**src/rtl/dm_panel_pkg.sv**
```systemverilog
package dm_panel_pkg;

    // panel geometry
    localparam int ROWS = 8;
    localparam int COLS = 8;

    typedef logic [$clog2(ROWS)-1:0] row_idx_t;

    // bit 7 is the leftmost led
    typedef logic [COLS-1:0] col_t;

    // amber lights both planes
    typedef enum logic [1:0]
    {
        color_off   = 2'd0,
        color_green = 2'd1,
        color_red   = 2'd2,
        color_amber = 2'd3
    } color_e;

    // one complete two-colour frame, 128 bits
    typedef struct packed
    {
        col_t [ROWS-1:0] red;
        col_t [ROWS-1:0] green;
    } frame_t;

endpackage
```
**src/rtl/dm_cmd_pkg.sv**
```systemverilog
package dm_cmd_pkg;

    // 0..11 defined, 12..15 read as empty
    typedef logic [3:0] glyph_id_t;

    // host display command, 7 bits
    typedef struct packed
    {
        glyph_id_t            glyph;
        dm_panel_pkg::color_e color;
        logic                 blank;  // clears both planes
    } disp_cmd_t;

endpackage

```
**src/rtl/dm_display_top.sv**
```systemverilog
`timescale 1ns/10ps

module dm_display_top #(
    parameter int FIFO_DEPTH = 4,
    parameter int SCAN_DIV   = 16
) (
    input  logic                  clk,
    input  logic                  rst,
    input  logic                  cmd_valid,
    input  dm_cmd_pkg::disp_cmd_t cmd,
    output logic                  credit_ret,
    output logic                  overflow,
    output dm_panel_pkg::col_t    row_sel,
    output dm_panel_pkg::col_t    col_red,
    output dm_panel_pkg::col_t    col_green
);
    import dm_panel_pkg::*;
    import dm_cmd_pkg::*;

    logic      q_valid;
    disp_cmd_t q_cmd;
    logic      q_pop;
    glyph_id_t rom_glyph;
    row_idx_t  rom_row;
    col_t      rom_bits;
    frame_t    front;
    logic      frame_start;

    dm_cmd_rx #(
        .FIFO_DEPTH (FIFO_DEPTH)
    ) dm_cmd_rx_i (
        .clk        (clk),
        .rst        (rst),
        .cmd_valid  (cmd_valid),
        .cmd        (cmd),
        .credit_ret (credit_ret),
        .overflow   (overflow),
        .q_valid    (q_valid),
        .q_cmd      (q_cmd),
        .q_pop      (q_pop)
    );

    dm_frame_builder dm_frame_builder_i (
        .clk         (clk),
        .rst         (rst),
        .q_valid     (q_valid),
        .q_cmd       (q_cmd),
        .q_pop       (q_pop),
        .rom_glyph   (rom_glyph),
        .rom_row     (rom_row),
        .rom_bits    (rom_bits),
        .frame_start (frame_start),
        .front       (front)
    );

    dm_glyph_rom dm_glyph_rom_i (
        .clk       (clk),
        .rom_glyph (rom_glyph),
        .rom_row   (rom_row),
        .rom_bits  (rom_bits)
    );

    dm_row_scanner #(
        .SCAN_DIV (SCAN_DIV)
    ) dm_row_scanner_i (
        .clk         (clk),
        .rst         (rst),
        .front       (front),
        .row_sel     (row_sel),
        .col_red     (col_red),
        .col_green   (col_green),
        .frame_start (frame_start)
    );

endmodule

```
**src/rtl/dm_row_scanner.sv**
```systemverilog
`timescale 1ns/10ps

module dm_row_scanner #(
    parameter int SCAN_DIV = 16
) (
    input  logic                 clk,
    input  logic                 rst,
    input  dm_panel_pkg::frame_t front,
    output dm_panel_pkg::col_t   row_sel,
    output dm_panel_pkg::col_t   col_red,
    output dm_panel_pkg::col_t   col_green,
    output logic                 frame_start
);
    import dm_panel_pkg::*;

    localparam int DIV_W = (SCAN_DIV > 1) ? $clog2(SCAN_DIV) : 1;

    logic [DIV_W-1:0] dwell;
    row_idx_t         row_cnt;
    logic             row_adv;
    logic             row_load;

    assign row_adv     = (dwell == DIV_W'(SCAN_DIV - 1));
    assign frame_start = row_adv && (row_cnt == row_idx_t'(ROWS - 1));  // 7 -> 0

    always_ff @(posedge clk or posedge rst)
    begin
        if (rst)
        begin
            dwell     <= '0;
            row_cnt   <= '0;
            row_load  <= 1'b0;
            row_sel   <= '1;  // all rows off
            col_red   <= '0;
            col_green <= '0;
        end
        else
        begin
            if (row_adv)
            begin
                dwell   <= '0;
                row_cnt <= row_cnt + 1'b1;
            end
            else
            begin
                dwell <= dwell + 1'b1;
            end

            // load one cycle later so a swap at the wrap is already in front
            row_load <= row_adv;
            if (row_load)
            begin
                row_sel   <= ~(col_t'(1) << row_cnt);
                col_red   <= front.red[row_cnt];
                col_green <= front.green[row_cnt];
            end
        end
    end

endmodule

```
**src/rtl/dm_frame_builder.sv**
```systemverilog
`timescale 1ns/10ps

module dm_frame_builder (
    input  logic                   clk,
    input  logic                   rst,
    input  logic                   q_valid,
    input  dm_cmd_pkg::disp_cmd_t  q_cmd,
    output logic                   q_pop,
    output dm_cmd_pkg::glyph_id_t  rom_glyph,
    output dm_panel_pkg::row_idx_t rom_row,
    input  dm_panel_pkg::col_t     rom_bits,
    input  logic                   frame_start,
    output dm_panel_pkg::frame_t   front
);
    import dm_panel_pkg::*;
    import dm_cmd_pkg::*;

    // step runs 0..ROWS, rom data trails the address by one
    localparam logic [3:0] FETCH_LAST = 4'(ROWS);

    typedef enum logic [1:0]
    {
        st_idle,
        st_fetch,
        st_ready
    } state_t;

    state_t     state;
    disp_cmd_t  cmd_r;
    logic [3:0] step;
    frame_t     back;
    row_idx_t   wr_row;
    logic       wr_en;
    logic       red_en;
    logic       green_en;

    // pop only while the back buffer is free
    assign q_pop = (state == st_idle) && q_valid;

    assign rom_glyph = cmd_r.glyph;
    assign rom_row   = row_idx_t'(step);

    assign wr_en  = (state == st_fetch) && (step != 4'd0);
    assign wr_row = row_idx_t'(step - 4'd1);

    assign red_en   = !cmd_r.blank &&
                      (cmd_r.color == color_red || cmd_r.color == color_amber);
    assign green_en = !cmd_r.blank &&
                      (cmd_r.color == color_green || cmd_r.color == color_amber);

    always_ff @(posedge clk or posedge rst)
    begin
        if (rst)
        begin
            state <= st_idle;
            step  <= 4'd0;
            front <= '0;
        end
        else
        begin
            case (state)
                st_idle:
                    if (q_pop)
                    begin
                        state <= st_fetch;
                        step  <= 4'd0;
                    end
                st_fetch:
                begin
                    step <= step + 4'd1;
                    if (step == FETCH_LAST)  // last row lands this cycle
                        state <= st_ready;
                end
                st_ready:
                    // swap only on the frame boundary, no tearing
                    if (frame_start)
                    begin
                        front <= back;
                        state <= st_idle;
                    end
                default:
                    state <= st_idle;
            endcase
        end
    end

    always_ff @(posedge clk)
    begin
        if (q_pop)
            cmd_r <= q_cmd;

        // every row rewritten, so nothing stale survives
        if (wr_en)
        begin
            back.red[wr_row]   <= red_en ? rom_bits : '0;
            back.green[wr_row] <= green_en ? rom_bits : '0;
        end
    end

endmodule

```
**src/rtl/dm_glyph_rom.sv**
```systemverilog
`timescale 1ns/10ps

module dm_glyph_rom (
    input  logic                   clk,
    input  dm_cmd_pkg::glyph_id_t  rom_glyph,
    input  dm_panel_pkg::row_idx_t rom_row,
    output dm_panel_pkg::col_t     rom_bits
);

    always_ff @(posedge clk)
    begin
        rom_bits <= 8'b0000_0000;  // unlisted rows and glyphs
        case (rom_glyph)
            // level bars, each one nests the previous
            4'd0:
                case (rom_row)
                    3'd3, 3'd4: rom_bits <= 8'b0001_1000;
                    default:    rom_bits <= 8'b0000_0000;
                endcase
            4'd1:
                case (rom_row)
                    3'd2, 3'd5: rom_bits <= 8'b0001_1000;
                    3'd3, 3'd4: rom_bits <= 8'b0011_1100;
                    default:    rom_bits <= 8'b0000_0000;
                endcase
            4'd2:
                case (rom_row)
                    3'd2, 3'd3, 3'd4, 3'd5: rom_bits <= 8'b0011_1100;
                    default:                rom_bits <= 8'b0000_0000;
                endcase
            4'd3:
                case (rom_row)
                    3'd1, 3'd6:             rom_bits <= 8'b0011_1100;
                    3'd2, 3'd3, 3'd4, 3'd5: rom_bits <= 8'b0111_1110;
                    default:                rom_bits <= 8'b0000_0000;
                endcase
            4'd4:
                case (rom_row)
                    3'd0, 3'd7: rom_bits <= 8'b0000_0000;
                    default:    rom_bits <= 8'b0111_1110;
                endcase
            4'd5:
                rom_bits <= 8'b1111_1111;  // full panel
            4'd6:
                case (rom_row)  // flame
                    3'd0: rom_bits <= 8'b0001_0000;
                    3'd1: rom_bits <= 8'b0001_1000;
                    3'd2: rom_bits <= 8'b0011_1000;
                    3'd3: rom_bits <= 8'b0011_1100;
                    3'd4: rom_bits <= 8'b0111_1110;
                    3'd5: rom_bits <= 8'b0110_1110;
                    3'd6: rom_bits <= 8'b0110_0110;
                    3'd7: rom_bits <= 8'b0011_1100;
                endcase
            4'd7:
                case (rom_row)  // drop
                    3'd0, 3'd1:       rom_bits <= 8'b0001_1000;
                    3'd2, 3'd6:       rom_bits <= 8'b0011_1100;
                    3'd3, 3'd4, 3'd5: rom_bits <= 8'b0111_1110;
                    default:          rom_bits <= 8'b0000_0000;
                endcase
            4'd8:
                case (rom_row)  // face
                    3'd0, 3'd7: rom_bits <= 8'b0011_1100;
                    3'd1, 3'd6: rom_bits <= 8'b0100_0010;
                    3'd2, 3'd4: rom_bits <= 8'b1010_0101;
                    3'd3:       rom_bits <= 8'b1000_0001;
                    3'd5:       rom_bits <= 8'b1001_1001;
                endcase
            4'd9:
                case (rom_row)  // cloud
                    3'd2:    rom_bits <= 8'b0011_0000;
                    3'd3:    rom_bits <= 8'b0111_1100;
                    3'd4:    rom_bits <= 8'b1111_1110;
                    3'd5:    rom_bits <= 8'b1111_1111;
                    3'd6:    rom_bits <= 8'b0111_1110;
                    default: rom_bits <= 8'b0000_0000;
                endcase
            4'd10:
                case (rom_row)  // bell, clapper on the last row
                    3'd0, 3'd7: rom_bits <= 8'b0001_1000;
                    3'd1, 3'd2: rom_bits <= 8'b0011_1100;
                    3'd3, 3'd4: rom_bits <= 8'b0111_1110;
                    3'd5:       rom_bits <= 8'b1111_1111;
                    default:    rom_bits <= 8'b0000_0000;
                endcase
            4'd11:
                case (rom_row)  // note
                    3'd0: rom_bits <= 8'b0000_1100;
                    3'd1: rom_bits <= 8'b0000_1110;
                    3'd2: rom_bits <= 8'b0000_1011;
                    3'd3: rom_bits <= 8'b0000_1001;
                    3'd4: rom_bits <= 8'b0000_1000;
                    3'd5: rom_bits <= 8'b0111_1000;
                    3'd6: rom_bits <= 8'b1111_1000;
                    3'd7: rom_bits <= 8'b0111_0000;
                endcase
            default:
                rom_bits <= 8'b0000_0000;
        endcase
    end

endmodule

```
**src/rtl/dm_cmd_rx.sv**
```systemverilog
`timescale 1ns/10ps

module dm_cmd_rx #(
    parameter int FIFO_DEPTH = 4
) (
    input  logic                  clk,
    input  logic                  rst,
    input  logic                  cmd_valid,
    input  dm_cmd_pkg::disp_cmd_t cmd,
    output logic                  credit_ret,
    output logic                  overflow,
    output logic                  q_valid,
    output dm_cmd_pkg::disp_cmd_t q_cmd,
    input  logic                  q_pop
);
    import dm_cmd_pkg::*;

    localparam int PTR_W = (FIFO_DEPTH > 1) ? $clog2(FIFO_DEPTH) : 1;
    localparam int CNT_W = $clog2(FIFO_DEPTH + 1);

    disp_cmd_t        mem [FIFO_DEPTH];
    logic [PTR_W-1:0] wr_ptr;
    logic [PTR_W-1:0] rd_ptr;
    logic [CNT_W-1:0] count;
    logic             full;
    logic             wr_en;
    logic             rd_en;

    // wrap for depths that are not a power of two
    function automatic logic [PTR_W-1:0] ptr_inc(input logic [PTR_W-1:0] p);
        if (p == PTR_W'(FIFO_DEPTH - 1))
            return '0;
        return p + 1'b1;
    endfunction

    assign full    = (count == CNT_W'(FIFO_DEPTH));
    assign wr_en   = cmd_valid && !full;
    assign rd_en   = q_pop && q_valid;
    assign q_valid = (count != '0);
    assign q_cmd   = mem[rd_ptr];  // head of queue

    always_ff @(posedge clk or posedge rst)
    begin
        if (rst)
        begin
            wr_ptr     <= '0;
            rd_ptr     <= '0;
            count      <= '0;
            credit_ret <= 1'b0;
            overflow   <= 1'b0;
        end
        else
        begin
            if (wr_en)
                wr_ptr <= ptr_inc(wr_ptr);
            if (rd_en)
                rd_ptr <= ptr_inc(rd_ptr);

            case ({wr_en, rd_en})
                2'b10:   count <= count + 1'b1;
                2'b01:   count <= count - 1'b1;
                default: count <= count;
            endcase

            // sender ignored the credit count
            if (cmd_valid && full)
                overflow <= 1'b1;

            credit_ret <= rd_en;  // one credit back per pop
        end
    end

    always_ff @(posedge clk)
    begin
        if (wr_en)
            mem[wr_ptr] <= cmd;
    end

endmodule

```
**config.mk**
```make
export PLATFORM = sky130hd
export DESIGN_NAME = dm_display_top
export DESIGN_NICKNAME = d
export VERILOG_FILES = /design/src/rtl/dm_panel_pkg.sv /design/src/rtl/dm_cmd_pkg.sv /design/src/rtl/dm_display_top.sv /design/src/rtl/dm_row_scanner.sv /design/src/rtl/dm_frame_builder.sv /design/src/rtl/dm_glyph_rom.sv /design/src/rtl/dm_cmd_rx.sv
export SDC_FILE = /design/constraint.sdc
export NUM_CORES = 1
export LEC_CHECK = 0
export BUFFER_PORTS_ARGS = -buffer_cell sky130_fd_sc_hd__buf_2
export CORE_MARGIN = 2
export CORE_UTILIZATION = 60
export DETAILED_ROUTE_END_ITERATION = 10
export GPL_ROUTABILITY_DRIVEN = 0
export PLACE_DENSITY_LB_ADDON = 0.08
export REMOVE_ABC_BUFFERS = 1
export SLEW_MARGIN = 20
export SYNTH_ARGS = -nofsm -noshare
export SYNTH_HDL_FRONTEND = slang
export SYNTH_HIERARCHICAL = 1
export SYNTH_SLANG_ARGS = --single-unit
```
**constraint.sdc**
```tcl
create_clock -name clk -period 4.5 [get_ports clk]
set_clock_uncertainty 0.1 [all_clocks]
set_input_delay 0 -clock clk [delete_from_list [all_inputs] [get_ports clk]]
set_output_delay 0 -clock clk [all_outputs]
set_load 0.01 [all_outputs]
```
==> qor.csv <==
stage,metric,value,unit
yosys,ys_types,68,
run_status,outcome,finished clean,
yosys,synth-async-reset-ratio,0.506,
layout,nNetsFinal,1000,
clock_network,cts_tree,yes,
yosys,synthesis.area,14400,um2
clock_network,cts.sinks,346,
floorplanning,rows,56,
pwr,p_per_area,544,nW/um2
yosys,synth-edff-count,163,
setup_path,start_kind,flop,
layout,final_cell_mix,"165 x dfrtp_1, 163 x edfxtp_1, 133 x mux2_2",
sta,setup_viol,0,
pwr,p_leak,7.34,nW
sta,whs,0.0925,ns
floorplanning,die_w,159,um
layout,stdcell_area,15900,um2
clock_network,clk_pin_slew,0.06,ns
job,maxCapViolCount,0,
clock_network,cts-root-buf,clkbuf_16,
setup_path,worstPathRequired,4.78,ns
floorplanning,ios,36,
route,routed_wirelength,28000,um
route,vias,7737,
layout,fin_util,0.674,
layout,instances_no_fill,1310,
global_routing,overflow,0,
sta,max-slew-margin-rel,0.379,
route,drc,0,
sta,hold_viol_final,0,
sta,fin_crit,2.96,ns
route,ant_nets,0,
global_routing,track_usage,0.228,
layout,area_growth_syn_to_layout,10.1,%
place,place_area,14700,um2
clock_network,cts.path.max_buffers,3,
layout,drive_gt1_frac,0.285,
sta,grt_setup_unrepaired,false,
yosys,avgSynthCellArea,15.7,um2
route,routedWlPerCell,21.3,um
sta,finalMaxSlewViolations,0,
yosys,synth_cells,915,
route,drtIter0Drc,402,
global_routing,grt_pass1_vias,8260,
place,io_buffers,35,
global_routing,grt_max_degree,87,
route,viasPerCell,5.91,
sta,setup_tns,0,ns
yosys,seq_area_frac_synth,0.656,
floorplanning,start_util,0.612,
setup_path,critPathKind,flop to flop,
layout,layout_commonest_cell,dfrtp_1,
clock_network,cts_buffers,36,
floorplanning,core,23500,um2
setup_path,worstPathMaxFanout,70,
worst_hold_path,hold_path.class,input pin to async pin,
clock_network,clk_latency,0.52,ns
clock_network,htree_levels,2,
floorplanning,dieArea,25300,um2
layout,n_antenna_cell,0,
setup_path,critPathCaptureType,flop,
setup_path,crit_arrival,3.24,ns
route,drtPass1Iterations,7,
global_routing,antenna_found_initial,2,
floorplanning,die_height,159,um
sta,tightest_slew,0.929,ns
place,place_inst,1234,
place,dp_hpwl,16700,um
global_routing,grt_pass1_wl,44900,um
yosys,synth_flop_cell,dfrtp_1,
yosys,ys_ff_latch,346,
sta,post-route-period-util,0.657,
pwr,peakVddDrop,425,uV
yosys,synth_warnings,6,
sta,fmax,338,MHz
per-stage QoR:
| stage | setup slack, ns | total power, W |
|---|---|---|
| after global placement | 1.71 | 0.00583 |
| after CTS | 1.55 | 0.00869 |
| after detailed placement | 1.59 | 0.00595 |
| final | 1.54 | 0.00862 |
| after global routing | 1.34 | 0.00900 |
| after floorplan | 0.507 | 0.00528 |
critical path: stages, from the launching register on:
cell and delay, ns:
dfrtp_1 0.40, ha_1 0.23, nand3_1 0.13, inv_1 0.17, and2_1 0.23, nand3b_4 0.67, buf_12 0.50, mux2_2 0.34
area by class of cell:
cell class / instances / area, um2
inverters: 24 / 95.1
clock buffers: 52 / 1010
repair buffers: 63 / 423
fillers: 1673 / 7680
clock inverters: 14 / 73.8
multi-input cells: 492 / 4410
flip-flops and latches: 346 / 9450
well taps: 319 / 399
cells in the mapped netlist (3+ instances only):
cell / number / area share
dfrtp_1: 167 / 0.29
edfxtp_1: 163 / 0.34
mux2_2: 133 / 0.10
mux2i_1: 68 / 0.047
nand3_1: 44 / 0.015
ha_1: 26 / 0.023
nor2b_1: 25 / 0.011
nor2_1: 23 / 0.0060
and2_1: 21 / 0.0091
inv_1: 21 / 0.0055
nand2_1: 17 / 0.0044
a41o_1: 16 / 0.011
buf_4: 15 / 0.0078
a21oi_1: 14 / 0.0049
buf_6: 12 / 0.0094
buf_2: 10 / 0.0035
a22oi_2: 9 / 0.0078
o21ai_0: 9 / 0.0031
a22oi_1: 8 / 0.0042
clkbuf_8: 8 / 0.0076
dfstp_2: 8 / 0.015
dfxtp_1: 8 / 0.011
mux4_2: 7 / 0.011
clkbuf_1: 5 / 0.0013
nor3_1: 5 / 0.0017
a211oi_1: 4 / 0.0021
a31oi_1: 4 / 0.0017
nand2b_1: 4 / 0.0017
xor2_1: 4 / 0.0024
a221oi_1: 3 / 0.0018
inv_2: 3 / 0.00078
nor4_1: 3 / 0.0013
final timing paths:
path | slack (ns) | cells past startpoint | end | from
setup / recovery | 1.54 | 7 | dm_frame_builder_i/front[71] | dm_row_scanner_i/dwell[0]
hold / removal | 0.09 | 3 | dm_frame_builder_i/front[69] | rst
setup reg to reg | 1.54 | 7 | dm_frame_builder_i/front[71] | dm_row_scanner_i/dwell[0]
hold reg to reg | 0.36 | 1 | dm_frame_builder_i/front[111] | dm_frame_builder_i/back[111]
max in group asynchronous | 3.03 | 4 | dm_frame_builder_i/front[87] | rst
min in group clk | 0.13 | 2 | dm_cmd_rx_i/mem[1][3] | cmd[3]
logic make-up after synthesis:
logic type      share of synthesized area
xor+xnor                          0.00365
compound gates                     0.0481
simple gates                       0.0647
buf+inv                            0.0394
fa+ha+maj                          0.0240
flops                               0.656
mux                                 0.164
per-layer routing:
metal,vias up,share of wire,track usage
met2,188,0.50,0.393
met5,-,0.00029,0
met1,4032,0.43,0.306
met3,46,0.046,0.0350
li1,3469,-,-
met4,2,0.019,0.0607
where the power goes:
group          internal, W  switching, W
logic             0.000516       0.00102
registers          0.00406      0.000299
clock network      0.00157       0.00116
flip-flops by register name, indices dropped and copies added (netlist names), 2 cells and up:
signal                        cells
dm_row_scanner_i/row_cnt          3
dm_cmd_rx_i/wr_ptr                2
dm_cmd_rx_i/rd_ptr                2
dm_cmd_rx_i/mem                  28
dm_frame_builder_i/state          2
dm_row_scanner_i/dwell            4
dm_frame_builder_i/front        128
dm_frame_builder_i/rom_glyph      4
dm_glyph_rom_i/rom_bits           8
dm_cmd_rx_i/count                 3
dm_frame_builder_i/back         128
dm_frame_builder_i/cmd_r          3
dm_frame_builder_i/step           4
dm_row_scanner_i/col_red          8
dm_row_scanner_i/row_sel          8
dm_row_scanner_i/col_green        8
timing repair:
action | 4_1_cts | 5_1_grt
endpoints found under the hold margin | 157 | 0
hold buffers | 10 | 0
setup endpoints to repair | 0 | 0
setup buffers | 0 | 0
gates resized for setup | 0 | 0
Note: power is estimated with default switching activity, not from simulation.
